<file path="src/verilog/udp_tx_pkg.sv">
// UDP/IP transmit framer shared definitions
// Widths, settings address map, header line flags and engine states
`default_nettype none

package udp_tx_pkg;

   localparam int DATA_W     = 16;
   localparam int SET_ADDR_W = 8;
   localparam int SET_DATA_W = 32;
   localparam int HDR_W      = 21;    // Flags plus literal word
   localparam int HDR_IDX_W  = 5;
   localparam int NUM_ENG    = 2;     // Protocol engines sharing the output
   localparam int ENG_IDX_W  = $clog2(NUM_ENG);

   typedef logic [DATA_W-1:0]     data16_t;    // Stream word, header word or length
   typedef logic [SET_ADDR_W-1:0] set_addr_t;
   typedef logic [SET_DATA_W-1:0] set_data_t;
   typedef logic [HDR_W-1:0]      hdr_word_t;  // Header RAM entry
   typedef logic [HDR_IDX_W-1:0]  hdr_idx_t;
   typedef logic [ENG_IDX_W-1:0]  eng_idx_t;   // Arbiter grant index

   // Header line flag positions
   localparam int HB_PORT   = 20;     // UDP port word here
   localparam int HB_LAST   = 19;     // Last header line
   localparam int HB_CHK    = 18;     // IP header checksum here
   localparam int HB_IPLEN  = 17;     // IP total length here
   localparam int HB_UDPLEN = 16;     // UDP length here

   localparam int       HDR_LEN     = 32;      // RAM depth
   localparam hdr_idx_t HDR_FIRST   = 5'd2;    // First header line used
   localparam hdr_idx_t PORT_OFFSET = 5'd24;   // Port words at BASE+24..27

   localparam data16_t IP_UDP_HDR_BYTES = 16'd28;
   localparam data16_t UDP_HDR_BYTES    = 16'd8;

   // Settings windows, 32 addresses each
   localparam int ENG0_BASE = 0;
   localparam int ENG1_BASE = 32;

   typedef enum logic [2:0] {
      ST_CTRL,       // Control word
      ST_LEN,        // Length word
      ST_HDR,        // Emitting header lines
      ST_ALIGN,      // Slow path alignment word
      ST_PAYLOAD
   } eng_state_t;

endpackage

`default_nettype wire
</file>
<file path="src/verilog/pkt_stream_if.sv">
// 16-bit packet stream with frame flags
// Word moves when src_rdy and dst_rdy are both high
`timescale 1ns/1ps
`default_nettype none

interface pkt_stream_if
   import udp_tx_pkg::*;
();

   data16_t data;
   logic    sof;      // Start of frame
   logic    eof;      // End of frame
   logic    occ;      // Odd byte count, last word half full
   logic    src_rdy;
   logic    dst_rdy;

   // Source side drives data and flags
   modport src
   (
      output data, sof, eof, occ, src_rdy,
      input  dst_rdy
   );

   // Sink side only drives the ready
   modport dst
   (
      input  data, sof, eof, occ, src_rdy,
      output dst_rdy
   );

endinterface

`default_nettype wire

</file>
<file path="src/verilog/udp_tx_top.sv">
// Two-channel UDP/IP transmit framer
// Two protocol engines share one output stream through a packet arbiter
`timescale 1ns/1ps
`default_nettype none

module udp_tx_top
   import udp_tx_pkg::*;
(
   input  logic      clk,
   input  logic      reset,
   // Settings bus
   input  logic      set_stb_i,
   input  set_addr_t set_addr_i,
   input  set_data_t set_data_i,
   // Channel 0 input
   input  data16_t   in0_data_i,
   input  logic      in0_sof_i,
   input  logic      in0_eof_i,
   input  logic      in0_occ_i,
   input  logic      in0_src_rdy_i,
   output logic      in0_dst_rdy_o,
   // Channel 1 input
   input  data16_t   in1_data_i,
   input  logic      in1_sof_i,
   input  logic      in1_eof_i,
   input  logic      in1_occ_i,
   input  logic      in1_src_rdy_i,
   output logic      in1_dst_rdy_o,
   // Shared output
   output data16_t   out_data_o,
   output logic      out_sof_o,
   output logic      out_eof_o,
   output logic      out_occ_o,
   output logic      out_src_rdy_o,
   input  logic      out_dst_rdy_i
);

   pkt_stream_if in0_s ();
   pkt_stream_if in1_s ();
   pkt_stream_if eng_s [NUM_ENG] ();    // Engine to arbiter
   pkt_stream_if out_s ();

   assign in0_s.data    = in0_data_i;
   assign in0_s.sof     = in0_sof_i;
   assign in0_s.eof     = in0_eof_i;
   assign in0_s.occ     = in0_occ_i;
   assign in0_s.src_rdy = in0_src_rdy_i;
   assign in0_dst_rdy_o = in0_s.dst_rdy;

   assign in1_s.data    = in1_data_i;
   assign in1_s.sof     = in1_sof_i;
   assign in1_s.eof     = in1_eof_i;
   assign in1_s.occ     = in1_occ_i;
   assign in1_s.src_rdy = in1_src_rdy_i;
   assign in1_dst_rdy_o = in1_s.dst_rdy;

   prot_eng_tx #(.BASE(ENG0_BASE)) eng0_i
   (
      .clk        (clk),
      .reset      (reset),
      .set_stb_i  (set_stb_i),
      .set_addr_i (set_addr_i),
      .set_data_i (set_data_i),
      .in_s       (in0_s),
      .out_s      (eng_s[0])
   );

   prot_eng_tx #(.BASE(ENG1_BASE)) eng1_i
   (
      .clk        (clk),
      .reset      (reset),
      .set_stb_i  (set_stb_i),
      .set_addr_i (set_addr_i),
      .set_data_i (set_data_i),
      .in_s       (in1_s),
      .out_s      (eng_s[1])
   );

   pkt_arbiter arb_i
   (
      .clk   (clk),
      .reset (reset),
      .req_s (eng_s),
      .out_s (out_s)
   );

   assign out_data_o    = out_s.data;
   assign out_sof_o     = out_s.sof;
   assign out_eof_o     = out_s.eof;
   assign out_occ_o     = out_s.occ;
   assign out_src_rdy_o = out_s.src_rdy;
   assign out_s.dst_rdy = out_dst_rdy_i;

endmodule

`default_nettype wire

</file>
<file path="src/verilog/pkt_arbiter.sv">
// Round-robin packet arbiter
// Locks the granted engine onto the output from sof to eof
`timescale 1ns/1ps
`default_nettype none

module pkt_arbiter
   import udp_tx_pkg::*;
(
   input  logic      clk,
   input  logic      reset,
   pkt_stream_if.dst req_s [NUM_ENG],
   pkt_stream_if.src out_s
);

   data16_t            req_data [NUM_ENG];
   logic [NUM_ENG-1:0] req_sof;
   logic [NUM_ENG-1:0] req_eof;
   logic [NUM_ENG-1:0] req_occ;
   logic [NUM_ENG-1:0] req_vld;
   logic               lock;     // Packet in flight
   eng_idx_t           grant;    // Owner or last served when idle
   eng_idx_t           pick;
   eng_idx_t           cur;
   logic               out_xfer;

   // Flatten the interface array for indexed access
   for (genvar i = 0; i < NUM_ENG; i++)
   begin : g_req
      assign req_data[i]     = req_s[i].data;
      assign req_sof[i]      = req_s[i].sof;
      assign req_eof[i]      = req_s[i].eof;
      assign req_occ[i]      = req_s[i].occ;
      assign req_vld[i]      = req_s[i].src_rdy;
      assign req_s[i].dst_rdy = out_s.dst_rdy & (cur == eng_idx_t'(i));  // Granted only
   end

   // Next requester after the last served one wins
   always_comb
   begin : p_pick
      eng_idx_t idx;
      pick = grant;
      for (int k = NUM_ENG; k >= 1; k--)
      begin
         idx = eng_idx_t'((int'(grant) + k) % NUM_ENG);
         if (req_vld[idx])
            pick = idx;
      end
   end

   assign cur = lock ? grant : pick;

   assign out_s.data    = req_data[cur];
   assign out_s.sof     = req_sof[cur];
   assign out_s.eof     = req_eof[cur];
   assign out_s.occ     = req_occ[cur];
   assign out_s.src_rdy = req_vld[cur];
   assign out_xfer      = out_s.src_rdy & out_s.dst_rdy;

   always_ff @(posedge clk)
   begin
      if (reset)
      begin
         lock  <= 1'b0;
         grant <= '0;
      end
      else if (out_xfer)
      begin
         grant <= cur;
         lock  <= ~out_s.eof;    // Release after eof even on single word packets
      end
   end

   // A fresh grant always starts on a sof word
   a_start_sof: assert property (@(posedge clk) disable iff (reset)
      (out_xfer && !lock) |-> out_s.sof);

   // Engines raise sof only at packet start and never mid-lock
   a_sof_unlocked: assert property (@(posedge clk) disable iff (reset)
      (out_s.src_rdy && out_s.sof) |-> !lock);

endmodule

`default_nettype wire

</file>
<file path="src/verilog/prot_eng_tx.sv">
// UDP/IP transmit protocol engine
// Fast path prepends a header from RAM with lengths, checksum and port patched in
// Slow path drops the alignment word and passes the payload through
`timescale 1ns/1ps
`default_nettype none

module prot_eng_tx
   import udp_tx_pkg::*;
#(
   parameter int BASE = 0              // Settings window base
)
(
   input  logic      clk,
   input  logic      reset,
   input  logic      set_stb_i,
   input  set_addr_t set_addr_i,
   input  set_data_t set_data_i,
   pkt_stream_if.dst in_s,
   pkt_stream_if.src out_s
);

   hdr_word_t  hdr_ram [HDR_LEN];      // Programmable header lines
   data16_t    port_tbl [4];           // Per-port UDP port words
   data16_t    chk_precompute;         // Partial header checksum
   eng_state_t state;
   hdr_idx_t   hdr_idx;
   logic       sof_r;
   logic       fast_path;
   logic [1:0] port_sel;
   data16_t    length_r;               // Payload bytes
   data16_t    checksum_reg;
   hdr_word_t  hdr_line;
   data16_t    udp_port;
   data16_t    ip_len;
   data16_t    udp_len;
   data16_t    len_ip_in;
   data16_t    hdr_data;
   logic       win_hit;
   logic       in_xfer;
   logic       out_xfer;

   // End-around carry add
   function automatic data16_t ones_add(input data16_t a, input data16_t b);
      logic [DATA_W:0] sum;
      sum = {1'b0, a} + {1'b0, b};
      return sum[DATA_W-1:0] + {{(DATA_W-1){1'b0}}, sum[DATA_W]};
   endfunction

   assign in_xfer  = in_s.src_rdy & in_s.dst_rdy;
   assign out_xfer = out_s.src_rdy & out_s.dst_rdy;
   assign win_hit  = set_stb_i && (set_addr_i[7:5] == BASE[7:5]);

   // Settings writes
   always_ff @(posedge clk)
   begin
      if (win_hit)
      begin
         hdr_ram[set_addr_i[4:0]] <= set_data_i[HDR_W-1:0];
         if (set_data_i[HB_CHK])
            chk_precompute <= set_data_i[DATA_W-1:0];  // Checksum line carries precompute
      end
      if (win_hit && set_addr_i[4:2] == PORT_OFFSET[4:2])
         port_tbl[set_addr_i[1:0]] <= set_data_i[DATA_W-1:0];
   end

   assign hdr_line  = hdr_ram[hdr_idx];
   assign udp_port  = port_tbl[port_sel];
   assign ip_len    = length_r + IP_UDP_HDR_BYTES;
   assign udp_len   = length_r + UDP_HDR_BYTES;
   assign len_ip_in = in_s.data + IP_UDP_HDR_BYTES;  // IP length of word now on input

   // Packet control and length capture
   always_ff @(posedge clk)
   begin
      if (in_xfer && state == ST_CTRL)
      begin
         fast_path <= in_s.data[0];
         port_sel  <= in_s.data[2:1];
      end
      if (in_xfer && state == ST_LEN)
      begin
         length_r     <= in_s.data;
         checksum_reg <= ~ones_add(chk_precompute, len_ip_in);  // Ready before first line
      end
   end

   // Framing FSM
   always_ff @(posedge clk)
   begin
      if (reset)
      begin
         state   <= ST_CTRL;
         sof_r   <= 1'b0;
         hdr_idx <= HDR_FIRST;
      end
      else
      begin
         if (out_xfer)
            sof_r <= 1'b0;               // Only on first emitted word
         case (state)
            ST_CTRL:
               if (in_xfer)
                  state <= ST_LEN;
            ST_LEN:
               if (in_xfer)
               begin
                  sof_r   <= 1'b1;
                  hdr_idx <= HDR_FIRST;
                  state   <= fast_path ? ST_HDR : ST_ALIGN;
               end
            ST_ALIGN:
               if (in_xfer)
                  state <= ST_PAYLOAD;   // Alignment word dropped
            ST_HDR:
               if (out_xfer)
               begin
                  if (hdr_line[HB_LAST])
                     state <= ST_PAYLOAD;
                  else
                     hdr_idx <= hdr_idx + 1'b1;
               end
            ST_PAYLOAD:
               if (out_xfer && in_s.eof)
                  state <= ST_CTRL;
            default:
               state <= ST_CTRL;
         endcase
      end
   end

   // Header field substitution
   always_comb
   begin
      if (hdr_line[HB_CHK])
         hdr_data = checksum_reg;
      else if (hdr_line[HB_IPLEN])
         hdr_data = ip_len;
      else if (hdr_line[HB_UDPLEN])
         hdr_data = udp_len;
      else if (hdr_line[HB_PORT])
         hdr_data = udp_port;
      else
         hdr_data = hdr_line[DATA_W-1:0];    // Literal
   end

   assign out_s.sof = sof_r;

   // Stream steering with zero latency in header and payload
   always_comb
   begin
      out_s.data    = in_s.data;
      out_s.eof     = 1'b0;
      out_s.occ     = 1'b0;
      out_s.src_rdy = 1'b0;
      in_s.dst_rdy  = 1'b1;              // Control, length, alignment consumed freely
      case (state)
         ST_HDR:
         begin
            out_s.data    = hdr_data;
            out_s.src_rdy = in_s.src_rdy;   // First payload word must be waiting
            in_s.dst_rdy  = 1'b0;
         end
         ST_PAYLOAD:
         begin
            out_s.eof     = in_s.eof;
            out_s.occ     = in_s.occ;
            out_s.src_rdy = in_s.src_rdy;
            in_s.dst_rdy  = out_s.dst_rdy;
         end
         default:
         begin
         end
      endcase
   end

   // Header walk must meet a last line before the port words
   a_hdr_bound: assert property (@(posedge clk) disable iff (reset)
      (state == ST_HDR) |-> (hdr_idx < PORT_OFFSET));

   // No second sof once payload words flow
   a_sof_once: assert property (@(posedge clk) disable iff (reset)
      (state == ST_PAYLOAD && out_xfer) |=> !out_s.sof);

endmodule

`default_nettype wire

</file>
<file path="config.mk">
export PLATFORM = sky130hd
export DESIGN_NAME = udp_tx_top
export DESIGN_NICKNAME = d
export VERILOG_FILES = /design/src/verilog/udp_tx_pkg.sv /design/src/verilog/pkt_stream_if.sv /design/src/verilog/udp_tx_top.sv /design/src/verilog/pkt_arbiter.sv /design/src/verilog/prot_eng_tx.sv
export SDC_FILE = /design/constraint.sdc
export NUM_CORES = 2
export LEC_CHECK = 0
export BUFFER_PORTS_ARGS = -buffer_cell sky130_fd_sc_hd__buf_4
export CORE_AREA = 2 2 331 333
export DETAILED_ROUTE_END_ITERATION = 12
export DIE_AREA = 0 0 333 335
export PLACE_DENSITY_LB_ADDON = 0.15
export SLEW_MARGIN = 25
export SYNTH_ARGS = -nofsm -noshare
export SYNTH_HDL_FRONTEND = slang
export SYNTH_SLANG_ARGS = --single-unit
export TNS_END_PERCENT = 1
</file>
<file path="constraint.sdc">
create_clock -name clk -period 9.04 [get_ports clk]
set_input_delay 0.452 -clock clk [delete_from_list [all_inputs] [get_ports clk]]
set_output_delay 0.452 -clock clk [all_outputs]
set_load 0.02 [all_outputs]
</file>
==> qor.csv <==
stage,metric,value,unit
floorplan,die_h,335,um
timing,period_minus_slack,6.49,ns
clocking,cts_buffers,161,
setup_path,arrival,6.04,ns
logic_synthesis,postSynthCellCount,3418,
clocking,cts_tree,yes,
run,cap_viol_max_count,0,
global_routing,grt_pass1_vias,34300,
outcome,violations,antenna violations,
power,p_sw_share,20.7,%
placement,gp_congestion,0.893,
timing,holdWs,0.0660,ns
timing,hold_viol,0,
detailed_routing,dr_total_vias,34600,
power,combPwrFrac,3.8,%
outcome,status,"complete, but fails checks",
logic_synthesis,avgSynthCellArea,19.2,sq um
clocking,cts-hold-fix-buffers,34,
logic_synthesis,ys.flop_type,edfxtp_1,
power,p_int,0.0122,W
logic_synthesis,synth_xor_xnor_area_share,1.19,%
logic_synthesis,ys_seq_elements,1608,
global_routing,grt_usage,29.4,%
clocking,path_clk_slew,0.06,ns
floorplan,start_util,60.6,%
logic_synthesis,synthMuxAreaShare,14.9,%
logic_synthesis,ys_async_sr_fraction,0,%
timing,finalCritPeriodShare,71.8,%
power,seq_power_share,53.6,%
timing,setup_tns,0,ns
logic_synthesis,syn_area,65500,sq um
detailed_routing,dr.pass1.iters,6,
global_routing,grt_max_degree,86,
logic_synthesis,yosys.area_share.simple,3.98,%
clocking,post_cts_resized,0,
placement,portBuffers,92,
timing,worst-slew-pin-transition,1.05,ns
floorplan,die_area,112000,sq um
power,leakage,24.3,nW
logic_synthesis,synth_fp_nets,3554,
clocking,numClockSinks,1608,
detailed_routing,viasPerCell,6.65,
detailed_routing,drc,0,
min_path,hold_class,input pin to register,
logic_synthesis,yosysSeqAreaShare,73.2,%
setup_path,reg2reg_to,eng1_i.hdr_idx[3],
clocking,postCtsSetupRepairBufs,0,
timing,setup_viol,0,
global_routing,grt-ovfl-total,0,
floorplan,core-area,108000,sq um
layout,fin_util,68.2,%
logic_synthesis,synth_top_area_cell,edfxtp_1,
setup_path,critPathRequiredTime,8.59,ns
timing,relSlewSlack,30.0,%
clocking,cts_max_level,4,
floorplan,rows,121,
detailed_routing,drt_iter0_drc,4624,
logic_synthesis,synth-edff-count,1574,
timing,fin_worst_skew,0.0222,ns
setup_path,critPathLaunchType,register,
min_path,timing.hold.worst_path_depth,2,
setup_path,reg2reg_depth,9,
clocking,cts-root-buf,clkbuf_16,
global_routing,grt_pass1_wl,235000,um
logic_synthesis,synth_fa_ha_area_share,1.02,%
timing,rsz0062_at_grt,false,
logic_synthesis,synth_top_family_by_area,multiplexers,
floorplan,die_w,333,um
layout,nets,3789,
detailed_routing,wl_per_cell,31.2,um
min_path,holdPathEnd,eng1_i.out_s.sof,
power,powerDensity,209,nW/um^2
layout,drive_gt1_share,24.0,%
logic_synthesis,ys_types,75,
logic_synthesis,synth_area_leaders,"edfxtp_1, mux4_2, mux2i_1, dfxtp_1, nand2_1",
logic_synthesis,yosysTopAreaCellShare,72.2,%
timing,fmax,154,MHz
power,vdd_ir_drop_max,0.000185,V
placement,dp_hpwl,94600,um
layout,areaGrowthSynthToFinish,12.6,%
setup_path,r2r_slack,4.43,ns
min_path,min_from,reset,
floorplan,ios,106,
power,clkPwrFrac,42.6,%
clocking,clk_latency,0.76,ns
timing,slew_violations,0,
logic_synthesis,yosysWarningCount,0,
clocking,clock_path_buffers,3,
logic_synthesis,synth_compound_area_share,4.15,%
setup_path,worstPathMaxFanout,25,
detailed_routing,routed_wl,163000,um
setup_path,crit_type,register to output port,
setup_path,cp-end-kind,output port,
detailed_routing,antenna_left,1,
power,netSwitchingPower,0.00320,W
global_routing,antenna_found_initial,9,
## metal layers
| layer | global-route usage, % | routed length, um |
|---|---|---|
| met5 | 0 | 27 |
| met4 | 9.35 | 5070 |
| met3 | 5.55 | 15300 |
| met2 | 46.6 | 78200 |
| met1 | 42.2 | 63900 |
## per-stage QoR
stage	worst slack [ns]	instances	area [sq um]	total power, W
6_report	2.55	5204	73700	0.0154
5_1_grt	2.20	5196	73700	0.0158
4_1_cts	2.26	5194	73700	0.0155
3_5_place_dp	3.06	4868	68200	0.00900
3_3_place_gp	3.25	4868	68200	0.00898
2_1_floorplan	4.01	3418	65500	0.00871
## final cells by class
class                   count  area (sq um)
diodes                      8          20.0
clock buffers             197          4240
clock inverters            95           937
fillers                  6835         34400
inverters                  38           143
multi-input cells        1608         16800
flip-flops and latches   1608         48000
well taps                1414          1770
repair buffers            236          1900
## power groups by stage
stage	Clock (W)	Combinational [W]	Sequential (W)
finish	0.00658	0.000589	0.00827
detailed placement	0	0.000572	0.00843
CTS	0.00665	0.000586	0.00827
global placement	0	0.000553	0.00842
global route	0.00693	0.000630	0.00827
floorplan	0	0.000311	0.00840
## cells by family after synthesis
| group | count (synthesis) |
|---|---|
| buffers and inverters | 202 |
| muxes | 511 |
| xor gates and xnor gates | 86 |
| DFF | 1608 |
| and+or+nand+nor | 557 |
| AOI/OAI and AO/OA | 402 |
| adders and majority gates | 52 |
## cells in the final DEF, fill, tap and decap left out, drive strengths merged, types with 22 or more instances in the layout
| master | Yosys | layout |
|---|---|---|
| nand2 | 178 | 178 |
| xnor2 | 39 | 39 |
| buf | 93 | 202 |
| o21ai | 60 | 60 |
| a21oi | 90 | 90 |
| clkbuf | 71 | 197 |
| ha | 50 | 50 |
| o211ai | 25 | 25 |
| a31oi | 22 | 22 |
| mux2i | 124 | 124 |
| nor2 | 157 | 157 |
| a22oi | 45 | 45 |
| dfxtp | 34 | 34 |
| inv | 38 | 51 |
| nor3 | 24 | 24 |
| nand3 | 55 | 55 |
| dlygate4sd3 | 0 | 34 |
| edfxtp | 1574 | 1574 |
| clkinv | 0 | 63 |
| mux4 | 369 | 369 |
| nor2b | 22 | 22 |
| xor2 | 45 | 45 |
## synthesized netlist by cell type, drive strengths merged, types with 7 or more instances
library cell	instances
a2111oi	7
a211oi	19
a21o	16
a21oi	90
a221o	8
a221oi	9
a22oi	45
a311oi	7
a31oi	22
and2	8
and3	18
buf	93
clkbuf	71
dfxtp	34
edfxtp	1574
ha	50
inv	38
mux2	18
mux2i	124
mux4	369
nand2	178
nand2b	17
nand3	55
nand3b	7
nand4	18
nor2	157
nor2b	22
nor3	24
nor3b	7
nor4	9
o211ai	25
o21a	10
o21ai	60
o21bai	7
o22ai	19
o31ai	7
or2	7
or3	18
xnor2	39
xor2	45
## worst max-delay path, cell delays in order (launching register included)
cell      delay, ns
dfxtp_4        0.69
buf_12         0.29
mux4_2         0.53
a22o_1         0.22
nor2_1         0.69
nand2_1        0.77
nor2_1         0.97
o21ai_0        0.23
o2111a_1       0.18
or3_1          0.44
buf_4          0.20
## how the worst max path moves through the flow
stage | endpoint | slack, ns | cells after the start
after floorplan | register | 4.01 | 7
after global placement | out_data_o[2] | 3.25 | 10
after detailed placement | out_data_o[2] | 3.06 | 10
after CTS | out_data_o[2] | 2.26 | 10
after global routing | out_data_o[2] | 2.20 | 10
final | out_data_o[2] | 2.55 | 10
(Power assumes the default switching activity.)
